File: src/source/iic_pkg.sv
`default_nettype none

package iic_pkg;

	localparam int DEV_ADDR_W = 7;
	localparam int REG_ADDR_W = 8;
	localparam int DATA_W     = 8;
	localparam int CMD_W      = DEV_ADDR_W + REG_ADDR_W + DATA_W; // dev, reg, data
	localparam int BYTE_W     = 8;

	localparam int FIFO_DEPTH  = 4;
	localparam int FIFO_PTR_W  = $clog2(FIFO_DEPTH);
	localparam int FIFO_CNT_W  = $clog2(FIFO_DEPTH + 1);
	localparam logic [FIFO_PTR_W-1:0] FIFO_PTR_LAST = FIFO_PTR_W'(FIFO_DEPTH - 1);
	localparam logic [FIFO_CNT_W-1:0] FIFO_FULL_CNT = FIFO_CNT_W'(FIFO_DEPTH);

	localparam int SCL_DIV    = 64;
	localparam int SCL_CNT_W  = $clog2(SCL_DIV);
	// start, three bytes each with its ack, stop
	localparam int FRAME_BITS = 2 + (DEV_ADDR_W + 2) + (REG_ADDR_W + 1) + (DATA_W + 1);

	// phase points inside one bit period
	localparam logic [SCL_CNT_W-1:0] PH_DRIVE      = SCL_CNT_W'(SCL_DIV / 4);
	localparam logic [SCL_CNT_W-1:0] PH_RISE       = SCL_CNT_W'(SCL_DIV / 2 - 1);
	localparam logic [SCL_CNT_W-1:0] PH_START_FALL = SCL_CNT_W'(SCL_DIV / 2);
	localparam logic [SCL_CNT_W-1:0] PH_SAMPLE     = SCL_CNT_W'(3 * SCL_DIV / 4 - 1);
	localparam logic [SCL_CNT_W-1:0] PH_STOP_REL   = SCL_CNT_W'(3 * SCL_DIV / 4);
	localparam logic [SCL_CNT_W-1:0] PH_LAST       = SCL_CNT_W'(SCL_DIV - 1);

	localparam int BIT_CNT_W = $clog2(BYTE_W);
	localparam logic [BIT_CNT_W-1:0] BIT_LAST = BIT_CNT_W'(BYTE_W - 1);

	typedef enum logic [3:0] {
		IDLE,
		START,
		DEVICE_ADDR, // 7 address bits then the write bit
		DEVICE_ADDR_ACK,
		REGISTER_ADDR,
		REGISTER_ADDR_ACK,
		WRITE_DATA,
		WRITE_DATA_ACK,
		STOP
	} tx_state_t;

endpackage : iic_pkg

`default_nettype wire

File: src/source/iic_cmd_fifo.sv
`timescale 1ns/1ps
`default_nettype none

module iic_cmd_fifo (
	input  logic                     clk,
	input  logic                     rstn,
	input  logic                     push,
	input  logic [iic_pkg::CMD_W-1:0] push_cmd,
	input  logic                     pop,
	output logic [iic_pkg::CMD_W-1:0] pop_cmd,
	output logic                     empty,
	output logic                     full
);

	import iic_pkg::*;

	logic [CMD_W-1:0]      mem [FIFO_DEPTH];
	logic [FIFO_PTR_W-1:0] wr_ptr;
	logic [FIFO_PTR_W-1:0] rd_ptr;
	logic [FIFO_CNT_W-1:0] count;

	function automatic logic [FIFO_PTR_W-1:0] next_ptr(input logic [FIFO_PTR_W-1:0] ptr);
		return (ptr == FIFO_PTR_LAST) ? '0 : ptr + 1'b1;
	endfunction

	assign pop_cmd = mem[rd_ptr]; // oldest entry
	assign empty   = (count == '0);
	assign full    = (count == FIFO_FULL_CNT);

	always_ff @(posedge clk) begin
		if (push) begin
			mem[wr_ptr] <= push_cmd;
		end
	end

	always_ff @(posedge clk or negedge rstn) begin
		if (!rstn) begin
			wr_ptr <= '0;
			rd_ptr <= '0;
			count  <= '0;
		end else begin
			if (push) begin
				wr_ptr <= next_ptr(wr_ptr);
			end
			if (pop) begin
				rd_ptr <= next_ptr(rd_ptr);
			end
			case ({push, pop})
				2'b10:   count <= count + 1'b1;
				2'b01:   count <= count - 1'b1;
				default: count <= count; // idle or push with pop
			endcase
		end
	end

endmodule : iic_cmd_fifo

`default_nettype wire

File: config.mk
export PLATFORM = sky130hd
export DESIGN_NAME = iic_cmd_fifo
export DESIGN_NICKNAME = d
export VERILOG_FILES = /design/src/source/iic_pkg.sv /design/src/source/iic_cmd_fifo.sv
export SDC_FILE = /design/constraint.sdc
export NUM_CORES = 1
export LEC_CHECK = 0
export BUFFER_PORTS_ARGS = -buffer_cell sky130_fd_sc_hd__buf_2
export CELL_PAD_IN_SITES_DETAIL_PLACEMENT = 1
export CELL_PAD_IN_SITES_GLOBAL_PLACEMENT = 1
export CORE_UTILIZATION = 49
export CTS_CLUSTER_DIAMETER = 60
export DETAILED_ROUTE_END_ITERATION = 16
export MAX_ROUTING_LAYER = met4
export PLACE_DENSITY_LB_ADDON = 0.08
export SYNTH_ARGS = -nofsm -noshare
export SYNTH_HDL_FRONTEND = slang
export SYNTH_SLANG_ARGS = --single-unit
File: constraint.sdc
create_clock -name clk -period 2.1 [get_ports clk]
set_clock_uncertainty 0.2 [all_clocks]
set_input_delay 0.315 -clock clk [delete_from_list [all_inputs] [get_ports clk]]
set_output_delay 0.315 -clock clk [all_outputs]
set_load 0.02 [all_outputs]
# Yosys cells after proc, flatten, opt, wreduce, memory -nomap -nowiden
# Memory sizes are Yosys's and may differ from the RTL's.
# Cells that the tools add are included.
# classes
addsub,4
mul,0
div_mod_pow,0
magnitude_cmp,0
n_eq_ne,5
shift,0
n_mux,5
bitwise,0
reduce_logical,2
# ops
op,n
"2-bit equality test, second input constant",3
3-bit one-hot mux with 2 select lines,1
"2-bit by 1-bit adder with 2-bit output, second input constant",2
2-bit 2-to-1 mux,2
"3-bit by 1-bit adder with 3-bit output, second input constant",1
"3-bit equality test, second input constant",1
3-bit zero test,1
"3-bit by 1-bit subtractor with 3-bit output, second input constant",1
"2-bit by 1-bit equality test with 1-bit output, second input constant",1
1-bit 2-to-1 mux,2
2-bit nonzero test,1
# word_totals
reg_bits,7
latchBits,0
ramBits,92
mem_bits_ro,0
input_bits,27
out_inout_bits,25
wordCells,20
n_memories,1
# memory_table
name,words,word_bits,read_ports,rd_clocked_by_memory_dff,write_ports,line,text
mem,4,23,1,0,1,iic_cmd_fifo.sv:17,logic [CMD_W-1:0] mem [FIFO_DEPTH];

# Longest topological paths before layout
# logic_depth
depth_word,2
depth_mapped,7
depth_no_buf,7

# Worst setup path before layout
# OpenSTA, ideal clock, no wires.
# synth_path
path_kind,register to register
startpoint,register wr_ptr[0]
endpoint,memory mem[2][0] in the netlist's numbering (enable)
setup_ns,0.382
arrival_time_ns,1.207
required_time_ns,1.518
setup_slack_ns,0.311
stages_incl_launch_ff,4
path_buffers,0
synth_period_minus_slack_ns,1.789
path_cell_list,dfrtp_1 -> inv_1 -> ha_1 -> and2_1
# synth_rtl
element,line,text
start: declaration,iic_cmd_fifo.sv:18,logic [FIFO_PTR_W-1:0] wr_ptr;
start signal: assignment,iic_cmd_fifo.sv:43,wr_ptr <= next_ptr(wr_ptr);
end: declaration,iic_cmd_fifo.sv:17,
# Straight into the memory's write port.

# Final worst setup path
# layout_path
startpoint,register rd_ptr[0]
endpoint,output pop_cmd[17] in the netlist's numbering
# layout_via
elab_chain_cells,1
# layout_lines
element,line,text
start: declaration,iic_cmd_fifo.sv:19,logic [FIFO_PTR_W-1:0] rd_ptr;
start signal: assignment,iic_cmd_fifo.sv:46,rd_ptr <= next_ptr(rd_ptr);
memory 4 x 23 bit,n/a,
end: declaration,iic_cmd_fifo.sv:10,"output logic [iic_pkg::CMD_W-1:0] pop_cmd,"
# Every way passes these cells.

==> flow_summary_export.csv <==
group,metric,value,unit
hold_path,min_from,"push",
setup_path,start_kind,"flop",
global_routing,grt_pass1_vias,2091,
power_and_ir_drop,p_total,5.85,mW
clocking,clock_latency,350,ps
setup_path,r2r_slack,450,ps
run_status,failed_checks,"negative setup slack",
sta,slew_headroom,81.8,%
route,initialDrtViolationCount,55,
sta,finalSetupTns,-878,ps
global_routing,overflow,0,
yosys,ys_warn_count,0,
run_status,outcome,"finished, violations left",
final_layout,syn2layout_area_growth,22.9,%
global_routing,grt_usage,18.8,%
global_routing,antenna_found_initial,0,
final_layout,insertedDiodeCount,0,
yosys,synth_area,3780,µm²
sta,finalCritPeriodShare,104,%
sta,setup_viol,21,
global_routing,grt_max_degree,18,
final_layout,fin_util,63.0,%
clocking,cts_made_buffers,9,
place,postPlaceCellArea,4210,µm²
floorplan,start_util,51.3,%
final_layout,fillers,635,
setup_path,crit_type,"reg2out",
sta,rsz0062_at_grt,"yes",
place,portBuffers,51,
route,drt_wl_total,6720,µm
place,place_congestion,0.619,
setup_path,r2r_start,"count[0]$_DFFE_PN0P_",
floorplan,fp.dieW,89.8,µm
yosys,syn_nets,193,
clocking,cts.path.max_buffers,2,
final_layout,design_area,4650,µm²
route,first_pass_iters,4,
place,place_inst,315,
clocking,cts-root-buf,"clkbuf_8",
floorplan,coreArea,7370,µm²
setup_path,endpoint_kind,"output port",
final_layout,final_cells,356,
sta,tightest_slew,273,ps
setup_path,worstPathArrival,1670,ps
sta,fin_crit,2180,ps
power_and_ir_drop,p_per_area,1260,nW/µm²
clocking,cts.clk_slew.worst_paths,90,ps
floorplan,die_h,89.8,µm
yosys,ys_ff_latch,99,
power_and_ir_drop,irDropWorstVdd,585,µV
sta,fmax,458,MHz
setup_path,r2r_cells,5,
floorplan,die_area,8070,µm²
clocking,clock_sinks,99,
final_layout,nets,286,
clocking,tritoncts,"built",
hold_path,min_to,"wr_ptr[0]$_DFFE_PN0P_",
yosys,syn_inst,159,
yosys,post_synth_num_cell_types,21,
hold_path,hold_depth,2,
route,via_per_inst,5.26,
global_routing,grt_pass1_wl,10800,µm
route,vias,1872,
hold_path,hold_class,"in2reg",
final_layout,layout-drive-gt1-share,38.5,%
run,drv_cap,0,
yosys,postSynthAreaPerCell,23.8,µm²
setup_path,required,1580,ps
sta,setup_ws,-82.4,ps
power_and_ir_drop,leakage,1.69,nW
setup_path,path_max_fanout,14,
yosys,seq_area_frac_synth,77.7,%
route,ant_nets,0,
floorplan,ios,52,
clocking,htree_levels,3,
route,wl_per_cell,18.9,µm
sta,hold_violations,0,
setup_path,r2r-end,"count[2]$_DFFE_PN0P_",
route,drc,0,
floorplan,rows,31,
place,hpwl,4270,µm
sta,report.final.slew_viol_count,0,
[synth_stat cells (all sizes together)]
library cell,n,area [µm²]
xor2,2,17.5
fa,1,20.0
edfxtp,92,2760
inv,6,22.5
nand2,1,3.75
and2,4,25.0
dfrtp,7,175
mux2,2,22.5
nor3,1,5.00
ha,6,75.1
mux4,23,537
buf,6,66.3
o21ai,2,10.0
and3,1,6.26
mux2i,1,10.0
xnor2,1,8.76
or3,1,6.26
nor2,2,7.51
[cell type report]
type                       count  area [µm²]  area share [%]
clock buffer                  10         128            2.75
clock inverter                 6        41.3           0.889
inverter                       6        22.5           0.485
multi-input combinational     48         754            16.2
sequential                    99        2940            63.3
tap                           99         124            2.67
timing repair buffer          88         637            13.7
[what timing repair did]
item / 4_1_cts / 5_1_grt
setup endpoints to repair: 23 / 23
hold buffers: 24 / 0
gates resized for setup: 2 / 4
endpoints found under the hold margin: 99 / 0
buffers inserted: 1 / 0
cloned: 0 / 0
[power breakdown]
part / leakage [nW] / switching (mW) / total, mW / internal, mW
clock: 0.0803 / 0.629 / 1.06 / 0.431
combinational: 0.685 / 1.14 / 2.12 / 0.980
sequential: 0.927 / 0.123 / 2.67 / 2.54
[cell families after synthesis]
group           share of synthesized area (%)
compound gates                          0.265
simple gates                             1.42
flops                                    77.7
fa+ha+maj                                2.51
mux                                      15.1
buf+inv                                  2.35
xor+xnor                                0.695
[state kept, by name, indices dropped and copies added (netlist names)]
| signal | cells |
|---|---|
| mem | 92 |
| count | 3 |
| rd_ptr | 2 |
| wr_ptr | 2 |
[cells in the final DEF, fill, tap and decap left out]
cell type / synthesis / layout
edfxtp_1: 92 / 92
buf_2: 3 / 48
dlygate4sd3_1: 0 / 24
mux4_2: 18 / 18
buf_4: 0 / 11
clkbuf_8: 0 / 9
inv_1: 6 / 6
ha_1: 6 / 6
dfrtp_1: 7 / 6
mux4_1: 5 / 5
and2_1: 4 / 4
buf_6: 1 / 3
o21ai_0: 2 / 2
nor2_1: 2 / 2
mux2_2: 2 / 2
xor2_1: 2 / 2
clkinvlp_4: 0 / 2
buf_12: 2 / 2
nor3_1: 1 / 1
and3_1: 1 / 1
mux2i_1: 1 / 1
xnor2_1: 1 / 1
or3_1: 1 / 1
nand2_1: 1 / 1
fa_1: 1 / 1
inv_6: 0 / 1
clkbuf_1: 0 / 1
clkinv_1: 0 / 1
clkinv_4: 0 / 1
clkinv_2: 0 / 1
dfrtp_2: 0 / 1
[metal layers]
| layer | vias up | track usage [%] | share of wire (%) |
|---|---|---|---|
| met5 | - | - | 0 |
| met4 | 0 | 7.79 | 1.6 |
| met3 | 11 | 3.47 | 2.7 |
| met2 | 42 | 33.7 | 56 |
| met1 | 981 | 20.6 | 40 |
| li1 | 838 | - | - |
[per-stage QoR]
stage,hold WS [ps],setup WS (ps)
detailed placement,-40.6,187
CTS,38.5,-98.1
floorplan,-181,311
global placement,-43.3,300
global route,55.0,-145
finish,38.8,-82.4
[how the worst max path moves through the flow]
stage	startpoint	endpoint	slack (ps)
2_1_floorplan	wr_ptr[0]$_DFFE_PN0P_	mem[2][0]$_DFFE_PP_	310
3_3_place_gp	rd_ptr[0]$_DFFE_PN0P_	pop_cmd[17]	300
3_5_place_dp	push	count[2]$_DFFE_PN0P_	190
4_1_cts	rd_ptr[0]$_DFFE_PN0P_	pop_cmd[17]	-100
5_1_grt	rd_ptr[0]$_DFFE_PN0P_	pop_cmd[17]	-140
6_report	rd_ptr[0]$_DFFE_PN0P_	pop_cmd[17]	-80
[worst max-delay path: stages (launching register included)]
cell     delay, ps
dfrtp_2        420
buf_12         180
mux4_2         540
buf_2          180
(Power assumes the default switching activity.)
