--- src/source/iic_pkg.sv ---
`default_nettype none

package iic_pkg;

	localparam int DEV_ADDR_W = 7;
	localparam int REG_ADDR_W = 8;
	localparam int DATA_W     = 8;
	localparam int CMD_W      = DEV_ADDR_W + REG_ADDR_W + DATA_W; // dev, reg, data
	localparam int BYTE_W     = 8;

	localparam int FIFO_DEPTH  = 4;
	localparam int FIFO_PTR_W  = $clog2(FIFO_DEPTH);
	localparam int FIFO_CNT_W  = $clog2(FIFO_DEPTH + 1);
	localparam logic [FIFO_PTR_W-1:0] FIFO_PTR_LAST = FIFO_PTR_W'(FIFO_DEPTH - 1);
	localparam logic [FIFO_CNT_W-1:0] FIFO_FULL_CNT = FIFO_CNT_W'(FIFO_DEPTH);

	localparam int SCL_DIV    = 64;
	localparam int SCL_CNT_W  = $clog2(SCL_DIV);
	// start, three bytes each with its ack, stop
	localparam int FRAME_BITS = 2 + (DEV_ADDR_W + 2) + (REG_ADDR_W + 1) + (DATA_W + 1);

	// phase points inside one bit period
	localparam logic [SCL_CNT_W-1:0] PH_DRIVE      = SCL_CNT_W'(SCL_DIV / 4);
	localparam logic [SCL_CNT_W-1:0] PH_RISE       = SCL_CNT_W'(SCL_DIV / 2 - 1);
	localparam logic [SCL_CNT_W-1:0] PH_START_FALL = SCL_CNT_W'(SCL_DIV / 2);
	localparam logic [SCL_CNT_W-1:0] PH_SAMPLE     = SCL_CNT_W'(3 * SCL_DIV / 4 - 1);
	localparam logic [SCL_CNT_W-1:0] PH_STOP_REL   = SCL_CNT_W'(3 * SCL_DIV / 4);
	localparam logic [SCL_CNT_W-1:0] PH_LAST       = SCL_CNT_W'(SCL_DIV - 1);

	localparam int BIT_CNT_W = $clog2(BYTE_W);
	localparam logic [BIT_CNT_W-1:0] BIT_LAST = BIT_CNT_W'(BYTE_W - 1);

	typedef enum logic [3:0] {
		IDLE,
		START,
		DEVICE_ADDR, // 7 address bits then the write bit
		DEVICE_ADDR_ACK,
		REGISTER_ADDR,
		REGISTER_ADDR_ACK,
		WRITE_DATA,
		WRITE_DATA_ACK,
		STOP
	} tx_state_t;

endpackage : iic_pkg

`default_nettype wire

--- src/source/iic_cmd_gen.sv ---
`timescale 1ns/1ps
`default_nettype none

module iic_cmd_gen (
	input  logic                          clk,
	input  logic                          rstn,
	input  logic                          wr,
	input  logic                          auto_inc,
	input  logic [iic_pkg::DEV_ADDR_W-1:0] device_addr,
	input  logic [iic_pkg::REG_ADDR_W-1:0] reg_addr,
	input  logic [iic_pkg::DATA_W-1:0]     data,
	input  logic                          full,
	output logic                          push,
	output logic [iic_pkg::CMD_W-1:0]      push_cmd,
	output logic                          overflow
);

	import iic_pkg::*;

	logic [REG_ADDR_W-1:0] last_reg;
	logic [REG_ADDR_W-1:0] eff_reg;

	// auto increment wraps naturally at the register width
	assign eff_reg  = auto_inc ? last_reg + 1'b1 : reg_addr;
	assign push     = wr & ~full;
	assign push_cmd = {device_addr, eff_reg, data};

	always_ff @(posedge clk or negedge rstn) begin
		if (!rstn) begin
			last_reg <= '0;
		end else if (push) begin
			last_reg <= eff_reg; // base for the next auto write
		end
	end

	// sticky, cleared only by reset
	always_ff @(posedge clk or negedge rstn) begin
		if (!rstn) begin
			overflow <= 1'b0;
		end else if (wr && full) begin
			overflow <= 1'b1;
		end
	end

endmodule : iic_cmd_gen

`default_nettype wire

--- config.mk ---
export PLATFORM = sky130hd
export DESIGN_NAME = iic_cmd_gen
export DESIGN_NICKNAME = d
export VERILOG_FILES = /design/src/source/iic_pkg.sv /design/src/source/iic_cmd_gen.sv
export SDC_FILE = /design/constraint.sdc
export NUM_CORES = 1
export LEC_CHECK = 0
export ABC_AREA = 1
export ABC_CLOCK_PERIOD_IN_PS = 2540
export BUFFER_PORTS_ARGS = -buffer_cell sky130_fd_sc_hd__clkbuf_2
export CORE_MARGIN = 5
export CORE_UTILIZATION = 43
export CTS_CLUSTER_SIZE = 40
export DETAILED_ROUTE_END_ITERATION = 6
export PLACE_DENSITY = 0.87
export SETUP_SLACK_MARGIN = 0.5
export SYNTH_ARGS = -nofsm -noshare
export SYNTH_HDL_FRONTEND = slang
export SYNTH_SLANG_ARGS = --single-unit
--- constraint.sdc ---
create_clock -name clk -period 2.54 [get_ports clk]
set_input_delay 0.635 -clock clk [delete_from_list [all_inputs] [get_ports clk]]
set_output_delay 0.635 -clock clk [all_outputs]
set_load 0.01 [all_outputs]
[Word-level counts from Yosys, hierarchy flattened]
Index checks and enable logic that the tools add are counted.
Widths: inputs -> output; s select.
Storage, ports and cells
  bits of input ports: 28
  logic and storage cells: 7
  register bits after elaboration: 9
Operators by class
  muxes and demuxes: 1
  reduce and logical (&&, ||, !) cells: 1
  bitwise logic cells: 2
  add/sub/neg operators: 1
Operators by type and width (number)
  $add 8x1->8 const B: 1
  $mux 8: 1
  $and 1x1->1: 1
  $logic_and 1x1->1: 1
  $not 1->1: 1

[Depth between registers and ports, before layout]
Gate-level depths: netlist of run 1.
  depth in word-level cells: 2
  gate-level depth with buffers: 9
  depth with buffers taken out: 9

[Worst setup path after synthesis of run 1]
No wires, ideal clock.
  kind: input -> output
  from: in auto_inc
  to: out push_cmd[13] in the netlist's numbering
  stages: 3
  setup slack: 0.652 ns
  required time: 1.905 ns
  arrival time: 1.253 ns
  cells stage by stage: buf_4 -> or2_2 -> and2_1
Between the ends
  longest elaborated chain between the ends: 1
RTL lines
  start, declared: line iic_cmd_gen.sv:8  | input logic auto_inc,
  $mux 8: line iic_cmd_gen.sv:24  | assign eff_reg = auto_inc ? last_reg + 1'b1 : reg_addr;
  end, declared: line iic_cmd_gen.sv:14  | output logic [iic_pkg::CMD_W-1:0] push_cmd,
Every way passes these cells.

[Worst setup path after layout of run 1]
  from: reg last_reg[0]
  to: out push_cmd[12] in the netlist's numbering
Between the ends
  longest elaborated chain between the ends: 2
RTL lines
  start, declared: line iic_cmd_gen.sv:20  | logic [REG_ADDR_W-1:0] last_reg;
  start signal, assigned: line iic_cmd_gen.sv:32  | last_reg <= eff_reg;
  $add 8x1->8: line iic_cmd_gen.sv:24
  $mux 8: line iic_cmd_gen.sv:24
Every way passes these cells.

==> run metrics, run 1 <==
Clock Tree Buf Depth 2; Top-Level Pins 53; via count 723; Worst Path Arrival 1.43 ns; final core occ 0.536; crit path kind flop to output pin; initial core utilization 0.442; Die Y 51.4 µm; pwr/cell area 560 nW/µm²; top-area cell type share of the netlist area 0.305; CP max FO 3; number of global-route vias before repair 743; Slew @ Worst Pin 0.243 ns; status completed; vias per cell 5.32; Seq/Total Area, Yosys 0.305; initial antenna violation count 0; Worst Path Required 1.90 ns; total die area 2650 µm²; ANT cells 0; cell family with most CP delay flip-flops; hold buffers post-CTS 0; worst-case hold slack 0.222 ns; Final period util 0.812; Seq cells post-synth 9; drt pass-1 iters 4; synthesized area per cell 7.03 µm²; later-pin clock latency in the skew report 0.26 ns; Buf+Inv Stages, Crit Path 2; area delta synth->final 21.4%; Reg clk slew, reported paths 0.06 ns; Total GRT Usage 0.154; die width 51.4 µm; final count of pins violating max slew 0; normalized max-slew margin 0.838; reg2reg path depth 9; hpwl dp 1260 µm; RSZ-0062 raised after global routing true; Post-Syn Instances 105; area leader, netlist dfrtp_1; first-pass GRT wire length 3040 µm; max cap viols 0; Max Clock Skew 0.00237 ns; Core Rows 15; number of nets in the layout 149; Synth Net Count 134; Sum Neg Setup Slack 0 ns; CP peak stage delay 0.41 ns; CP Capture Type output pin; CP dominant cell by count nand2_1; proportion of layout cells with a drive suffix above 1 0.445; Unique masters post-synth 19; gp weighted congestion 0.760; CTS Sinks 9; leakage power 0.448 nW; minimum clock period 2.06 ns; max FFs per register 8; peak supply drop 0.000286 V; CP max-delay cell dfrtp_1; ANT nets after route 0; Startpoint Class flop; CTS H-tree lvls 1; commonest cells after routing, fill and taps aside nand2_1, clkbuf_2, inv_1, nand3_1, dfrtp_1; total grt overflow 0; IO Port Bufs 22; fmax 485 MHz; largest net degree at the start of global routing 15; initial DRC count 11; reg2reg end last_reg[4]$_DFFE_PN0P_; worst reg2reg startpoint last_reg[1]$_DFFE_PN0P_; Yosys warning total 0; # setup viols final 0; Hold Vio Cnt, Final 0; Synth Cell Area 738 µm²; worst hold-check path type input pin to asynchronous set/reset pin; drt total wl 1740 µm; cts bufs inserted 3; CTS tree done; total core area 1670 µm²; Design Area, Final 896 µm²; R2R setup slack 1.38 ns; drc violations 0; dpl cell area 752 µm²; largest cells by area after synthesis dfrtp_1, buf_4, nand2_1; WL/cell 12.8 µm; Power Total 0.502 mW; worst path cell trace ha_4, nand2_1, inv_2, nand2_1, nand2_1, nand2_1, a21boi_1, buf_2; Root Buffer clkbuf_4; most common cell after layout, fill and taps aside nand2_1
how the worst max path moves through the flow:
| stage | from | cells past startpoint | slack, ns | end |
|---|---|---|---|---|
| after global routing | last_reg[0]$_DFFE_PN0P_ | 8 | 0.39 | push_cmd[12] |
| after global placement | auto_inc | 4 | 0.45 | push_cmd[10] |
| final | last_reg[0]$_DFFE_PN0P_ | 8 | 0.48 | push_cmd[12] |
| after floorplan | auto_inc | 3 | 0.65 | push_cmd[13] |
| after CTS | last_reg[0]$_DFFE_PN0P_ | 7 | 0.46 | push_cmd[14] |
| after detailed placement | auto_inc | 4 | 0.42 | push_cmd[10] |
power breakdown:
group	switching [mW]	internal, mW	leakage (nW)
combinational	0.102	0.0912	0.328
sequential	0.0305	0.166	0.105
clock	0.0515	0.0606	0.0150
synthesized netlist by cell type:
master,instances
nand2_1,31
nor2_2,1
buf_2,1
inv_1,9
and2_1,3
a21o_1,1
nand3_2,2
a21boi_0,2
o21ai_0,4
nand2_2,1
buf_4,16
o31ai_2,1
or2_2,5
xor2_1,1
a31oi_1,1
dfrtp_1,9
nand3_1,10
nor2_1,6
ha_1,1
metal layers:
metal / GRT usage / vias up / part of all wire
li1: - / 342 / -
met1: 0.149 / 332 / 0.37
met2: 0.263 / 44 / 0.52
met3: 0.0671 / 5 / 0.091
met4: 0.100 / 0 / 0.019
met5: 0 / - / 0
logic make-up after synthesis:
group,Yosys count,share of synthesized area
adders and majority gates,1,0.0169
DFF,9,0.305
and+or+nand+nor,59,0.368
xor gates and xnor gates,1,0.0119
AOI/OAI and AO/OA,9,0.0831
buffers and inverters,26,0.215
metrics by stage:
stage               setup WS (ns)  instances
global route                0.385        136
CTS                         0.457        135
global placement            0.455        128
finish                      0.478        136
floorplan                   0.652        105
detailed placement          0.417        128
area by class of cell:
type                       count  area [µm²]
clock buffer                   4        26.3
fill                         166         774
inverter                       9        33.8
multi-input combinational     70         418
sequential                     9         226
tap                           17        21.3
timing repair buffer          27         170
timing repair:
item	CTS	global route
pin swaps	2	4
setup buffers	3	1
resized for setup	8	22
endpoints found under the setup margin	7	6
Note: power is estimated with default switching activity, not from simulation.
==> run 2: changes to the inputs <==
- ABC_CLOCK_PERIOD_IN_PS: 2540 -> 1750
- CORE_UTILIZATION: 43 -> 36
- PLACE_DENSITY: 0.87 -> 0.78
- clock period: 2.54 -> 1.75 ns (I/O delays scaled with it)
==> run metrics, run 2 (synthesized netlist as in run 1, its figures left out) <==
peak supply drop 0.000511 V (was 0.000286 V); leakage power 0.481 nW (was 0.448 nW); CTS tree done (unchanged); CP peak stage delay 0.45 ns (was 0.41 ns); Root Buffer clkbuf_4 (unchanged); initial DRC count 10 (was 11); Sum Neg Setup Slack -0.378 ns (was 0 ns); ANT cells 0 (unchanged); CP max-delay cell dfrtp_2 (was dfrtp_1); drt total wl 1900 µm (was 1740 µm); crit path kind flop to output pin (unchanged); Slew @ Worst Pin 0.240 ns (was 0.243 ns); failing checks negative setup slack; Layout Cells excl Fill 148 (was 136); RSZ-0062 raised after global routing true (unchanged); Die Y 55.3 µm (was 51.4 µm); most common cell after layout, fill and taps aside nand2_1 (unchanged); number of nets in the layout 151 (was 149); R2R setup slack 0.55 ns (was 1.38 ns); final count of pins violating max slew 0 (unchanged); WL/cell 12.8 µm (about the same); max cap viols 0 (unchanged); worst hold-check path type input pin to asynchronous set/reset pin (unchanged); Multi-input gate area 454 µm² (was 418 µm²); Clock Tree Buf Depth 2 (unchanged); fmax 531 MHz; met2 Resource Use GR 0.218 (was 0.263); normalized max-slew margin 0.840 (was 0.838); Max Clock Skew 0.00390 ns (was 0.00237 ns); drt pass-1 iters 2 (was 4); Total GRT Usage 0.131 (was 0.154); Most Used Layer, Global Route met2 (unchanged); final core occ 0.501 (was 0.536); CTS H-tree lvls 1 (unchanged); largest net degree at the start of global routing 13 (was 15); drc violations 0 (unchanged); CP dominant cell by count nand3_1 (was nand2_1); total die area 3060 µm² (was 2650 µm²); later-pin clock latency in the skew report 0.27 ns (was 0.26 ns); dpl cells 140 (was 128); total grt overflow 0 (unchanged); Startpoint Class flop (unchanged); CP Capture Type output pin (unchanged); commonest cells after routing, fill and taps aside nand2_1, clkbuf_2, nand3_1 (was nand2_1, clkbuf_2, inv_1, nand3_1, dfrtp_1); area delta synth->final 33.1% (was 21.4%); status finished, violations left (was completed); Hold Vio Cnt, Final 0 (unchanged); fill cell count 204 (was 166); met1 Use GR 0.140 (was 0.149); Worst Path Arrival 1.44 ns (was 1.43 ns); Worst Path Required 1.31 ns (was 1.90 ns); Core Rows 16 (was 15); pwr/cell area 772 nW/µm² (was 560 nW/µm²); Top-Level Pins 53 (unchanged); worst reg2reg startpoint last_reg[0]$_DFFE_PN0P_ (was last_reg[1]$_DFFE_PN0P_); Buf+Inv Stages, Crit Path 1 (was 2); minimum clock period 1.88 ns; CP max FO 4 (was 3); initial core utilization 0.376 (was 0.442); initial antenna violation count 0 (unchanged); worst setup margin -0.132 ns (was 0.478 ns); total core area 1960 µm² (was 1670 µm²); die width 55.3 µm (was 51.4 µm); CTS Sinks 9 (unchanged); reg2reg end last_reg[4]$_DFFE_PN0P_ (unchanged); proportion of layout cells with a drive suffix above 1 0.521 (was 0.445); met3 usage 0.0396 (was 0.0671); hpwl dp 1390 µm (was 1260 µm); Final period util 1.08; max FFs per register 8 (unchanged); IO Port Bufs 22 (unchanged); worst path cell trace ha_4, nand3_1, nor2_1, nand2_1, nand3_1, and2_4, clkbuf_8 (was ha_4, nand2_1, inv_2, nand2_1, nand2_1, nand2_1, a21boi_1, buf_2); first-pass GRT wire length 3240 µm (was 3040 µm); vias per cell 4.69 (was 5.32); cell family with most CP delay flip-flops (unchanged); Reg clk slew, reported paths 0.06 ns (about the same); ANT nets after route 0 (unchanged); via count 694 (was 723); number of global-route vias before repair 756 (was 743); cts bufs inserted 3 (unchanged); gp weighted congestion 0.758 (was 0.760); reg2reg path depth 8 (was 9); # setup viols final 5 (was 0); Sequential Area 229 µm² (was 226 µm²)
==> run 2: final cells by class <==
cell class	instances	share of cell area
Clock buffer	4	0.0268
Tap cell	27	0.0344
Inverter	9	0.0369
Multi-Input combinational cell	70	0.462
Timing Repair Buffer	29	0.206
Sequential cell	9	0.233
==> run 2: worst register-to-register path, stage by stage, from the launching register on <==
cell and delay (ns):
dfrtp_2 0.42, ha_4 0.15, nand2_1 0.05, inv_2 0.11, nand3_1 0.10, nand2_2 0.10, nand2_1 0.05, nand3_1 0.06
nand2_1 0.05
==> run 2: worst max-delay path by stage <==
stage	startpoint	to	slack (ns)	cells after the start
after detailed placement	auto_inc	push_cmd[10]	-0.01	4
after global routing	last_reg[1]$_DFFE_PN0P_	push_cmd[14]	-0.21	6
after floorplan	last_reg[1]$_DFFE_PN0P_	push_cmd[12]	0.30	7
after CTS	last_reg[1]$_DFFE_PN0P_	push_cmd[14]	-0.16	6
after global placement	auto_inc	push_cmd[10]	0.06	4
final	last_reg[0]$_DFFE_PN0P_	push_cmd[14]	-0.13	7
==> run 2: routing by layer <==
layer  up-vias  part of all wire
met5         -                 0
met4         0             0.028
met3         9             0.073
met2        26              0.51
met1       310              0.39
li1        349                 -
==> run 2: metrics by stage <==
stage	power (mW)	setup WS, ns	instance area, µm²	hold slack [ns]
final	0.758	-0.132	982	0.0160
after global routing	0.822	-0.214	982	0.00981
after CTS	0.722	-0.159	901	0.0180
after detailed placement	0.526	-0.0136	825	0.308
after global placement	0.514	0.0575	825	0.310
after floorplan	0.483	0.296	791	0.142
==> run 2: power breakdown <==
part	total [mW]	internal (mW)	switching [mW]	leakage, nW
Clock	0.165	0.0882	0.0770	0.0150
Combinational	0.307	0.150	0.157	0.363
Sequential	0.286	0.242	0.0436	0.103
==> run 2: timing repair <==
action / 4_1_cts / 5_1_grt
setup buffers: 1 / 3
pin swaps: 7 / 6
cloned: 0 / 0
endpoints found under the setup margin: 9 / 12
hold buffers: 0 / 0
resized for setup: 12 / 22
==> run 3: changes to the inputs <==
- CORE_UTILIZATION: 36 -> 37
- CTS_BUF_LIST: default -> sky130_fd_sc_hd__clkbuf_8
- CTS_CLUSTER_SIZE: 40 -> 25
- PLACE_DENSITY: 0.78 -> 0.8
==> run metrics, run 3 (synthesized netlist as in run 1, its figures left out) <==
ANT nets after route 0 (unchanged); CP max FO 4 (unchanged); Gate power share 0.365 (was 0.405); largest net degree at the start of global routing 13 (unchanged); total grt overflow 0 (unchanged); CP peak stage delay 0.45 ns (about the same); hpwl dp 1300 µm (was 1390 µm); Worst Path Arrival 1.42 ns (was 1.44 ns); fill cell count 194 (was 204); cts bufs inserted 3 (unchanged); area delta synth->final 31.7% (was 33.1%); Max Clock Skew 0.00491 ns (was 0.00390 ns); worst hold-check path type input pin to asynchronous set/reset pin (unchanged); Hold Vio Cnt, Final 0 (unchanged); Final period util 1.06 (was 1.08); max cap viols 0 (unchanged); worst setup margin -0.112 ns (was -0.132 ns); normalized max-slew margin 0.812 (was 0.840); CTS Sinks 9 (unchanged); later-pin clock latency in the skew report 0.23 ns (was 0.27 ns); # setup viols final 5 (unchanged); drc violations 0 (unchanged); Worst Path Required 1.31 ns (about the same); commonest cells after routing, fill and taps aside nand2_1, clkbuf_2, nand3_1 (unchanged); Internal Power 0.542 mW (was 0.481 mW); Reg clk slew, reported paths 0.05 ns (was 0.06 ns); Startpoint Class flop (unchanged); net load switching power 0.288 mW (was 0.278 mW); number of nets in the layout 150 (was 151); cell family with most CP delay flip-flops (unchanged); Buf+Inv Stages, Crit Path 2 (was 1); drt pass-1 iters 4 (was 2); worst-case hold slack 0.0615 ns (was 0.0160 ns); initial DRC count 13 (was 10); max FFs per register 8 (unchanged); Design Area, Final 972 µm² (was 982 µm²); initial antenna violation count 0 (unchanged); hold buffers post-CTS 0 (unchanged); dpl cell area 825 µm² (unchanged); most common cell after layout, fill and taps aside nand2_1 (unchanged); total core area 1920 µm² (was 1960 µm²); crit path kind flop to output pin (unchanged); failing checks negative setup slack (unchanged); reg2reg path depth 6 (was 8); drt total wl 1850 µm (was 1900 µm); clock power share 0.289 (was 0.218); vias per cell 4.84 (was 4.69); pwr/cell area 854 nW/µm² (was 772 nW/µm²); proportion of layout cells with a drive suffix above 1 0.567 (was 0.521); Core Rows 16 (unchanged); die width 54.7 µm (was 55.3 µm); IO Port Bufs 22 (unchanged); Power Total 0.830 mW (was 0.758 mW); final core occ 0.506 (was 0.501); CTS tree done (unchanged); CP max-delay cell dfrtp_2 (unchanged); initial core utilization 0.384 (was 0.376); Top-Level Pins 53 (unchanged); via count 711 (was 694); Total GRT Usage 0.126 (was 0.131); RSZ-0062 raised after global routing true (unchanged); number of global-route vias before repair 708 (was 756); final count of pins violating max slew 0 (unchanged); reg2reg end last_reg[2]$_DFFE_PN0P_ (was last_reg[4]$_DFFE_PN0P_); Clock Tree Buf Depth 2 (unchanged); worst reg2reg startpoint last_reg[0]$_DFFE_PN0P_ (unchanged); Die Y 54.7 µm (was 55.3 µm); status finished, violations left (unchanged); total die area 2990 µm² (was 3060 µm²); Root Buffer clkbuf_8 (was clkbuf_4); CTS H-tree lvls 1 (unchanged); fmax 537 MHz (was 531 MHz); gp weighted congestion 0.756 (was 0.758); CP Capture Type output pin (unchanged); R2R setup slack 0.55 ns (about the same); WL/cell 12.6 µm (was 12.8 µm); leakage power 0.483 nW (was 0.481 nW); Slew @ Worst Pin 0.280 ns (was 0.240 ns); worst path cell trace ha_4, nand2_2, inv_2, o31ai_2, buf_2 (was ha_4, nand3_1, nor2_1, nand2_1, nand3_1, and2_4, clkbuf_8); ANT cells 0 (unchanged); Flop pwr share 0.346 (was 0.377); pre-CTS setup slack -0.00918 ns (was -0.0136 ns); Sw Share 0.347 (was 0.366); first-pass GRT wire length 2770 µm (was 3240 µm); peak supply drop 0.000505 V (was 0.000511 V); minimum clock period 1.86 ns (was 1.88 ns)
[run 3: changes by cell type in the layout (fill, tap and decap cells not counted), sizes merged]
| cell | delta |
|---|---|
| clkbuf | +1 |
| buf | -3 |
| inv | +1 |
[run 3: routing by layer]
layer	part of all wire	wire, µm	track usage
met5	0	0	0
met4	0.013	24	0.0622
met3	0.059	109	0.0245
met2	0.51	946	0.217
met1	0.42	767	0.147
[run 3: cell type report]
| cell class | instances | area, µm² | share of cell area |
|---|---|---|---|
| multi-input cells | 70 | 452 | 0.465 |
| flip-flops and latches | 9 | 229 | 0.236 |
| clock inverters | 1 | 3.75 | 0.00386 |
| well taps | 27 | 33.8 | 0.0347 |
| clock buffers | 3 | 41.3 | 0.0425 |
| repair buffers | 28 | 176 | 0.181 |
| inverters | 9 | 36.3 | 0.0373 |
[run 3: what timing repair did]
item,in CTS,in global routing
gates resized for setup,16,16
pin swaps,3,5
buffers inserted,2,1
gates cloned,0,0
setup endpoints to repair,9,10
hold endpoints to repair,0,0
[run 3: worst max-delay path by stage]
stage,startpoint,to,slack (ns),depth (start not counted)
3_5_place_dp,auto_inc,push_cmd[10],-0.009,4
6_report,last_reg[0]$_DFFE_PN0P_,push_cmd[10],-0.11,5
5_1_grt,last_reg[0]$_DFFE_PN0P_,push_cmd[14],-0.17,7
3_3_place_gp,auto_inc,push_cmd[10],0.06,4
2_1_floorplan,last_reg[1]$_DFFE_PN0P_,push_cmd[12],0.30,7
4_1_cts,last_reg[1]$_DFFE_PN0P_,push_cmd[14],-0.1,7
[run 3: power by group through the flow]
stage | combinational [mW] | sequential (mW) | clock, mW
3_3_place_gp | 0.229 | 0.284 | 0
6_report | 0.303 | 0.287 | 0.240
4_1_cts | 0.269 | 0.284 | 0.242
3_5_place_dp | 0.238 | 0.287 | 0
2_1_floorplan | 0.204 | 0.278 | 0
5_1_grt | 0.334 | 0.294 | 0.254
[run 3: metrics by stage]
stage,cells,setup TNS [ns]
after floorplan,105,0
after global placement,140,0
after detailed placement,140,-0.00918
after CTS,146,-0.283
after global routing,147,-0.675
final,147,-0.335
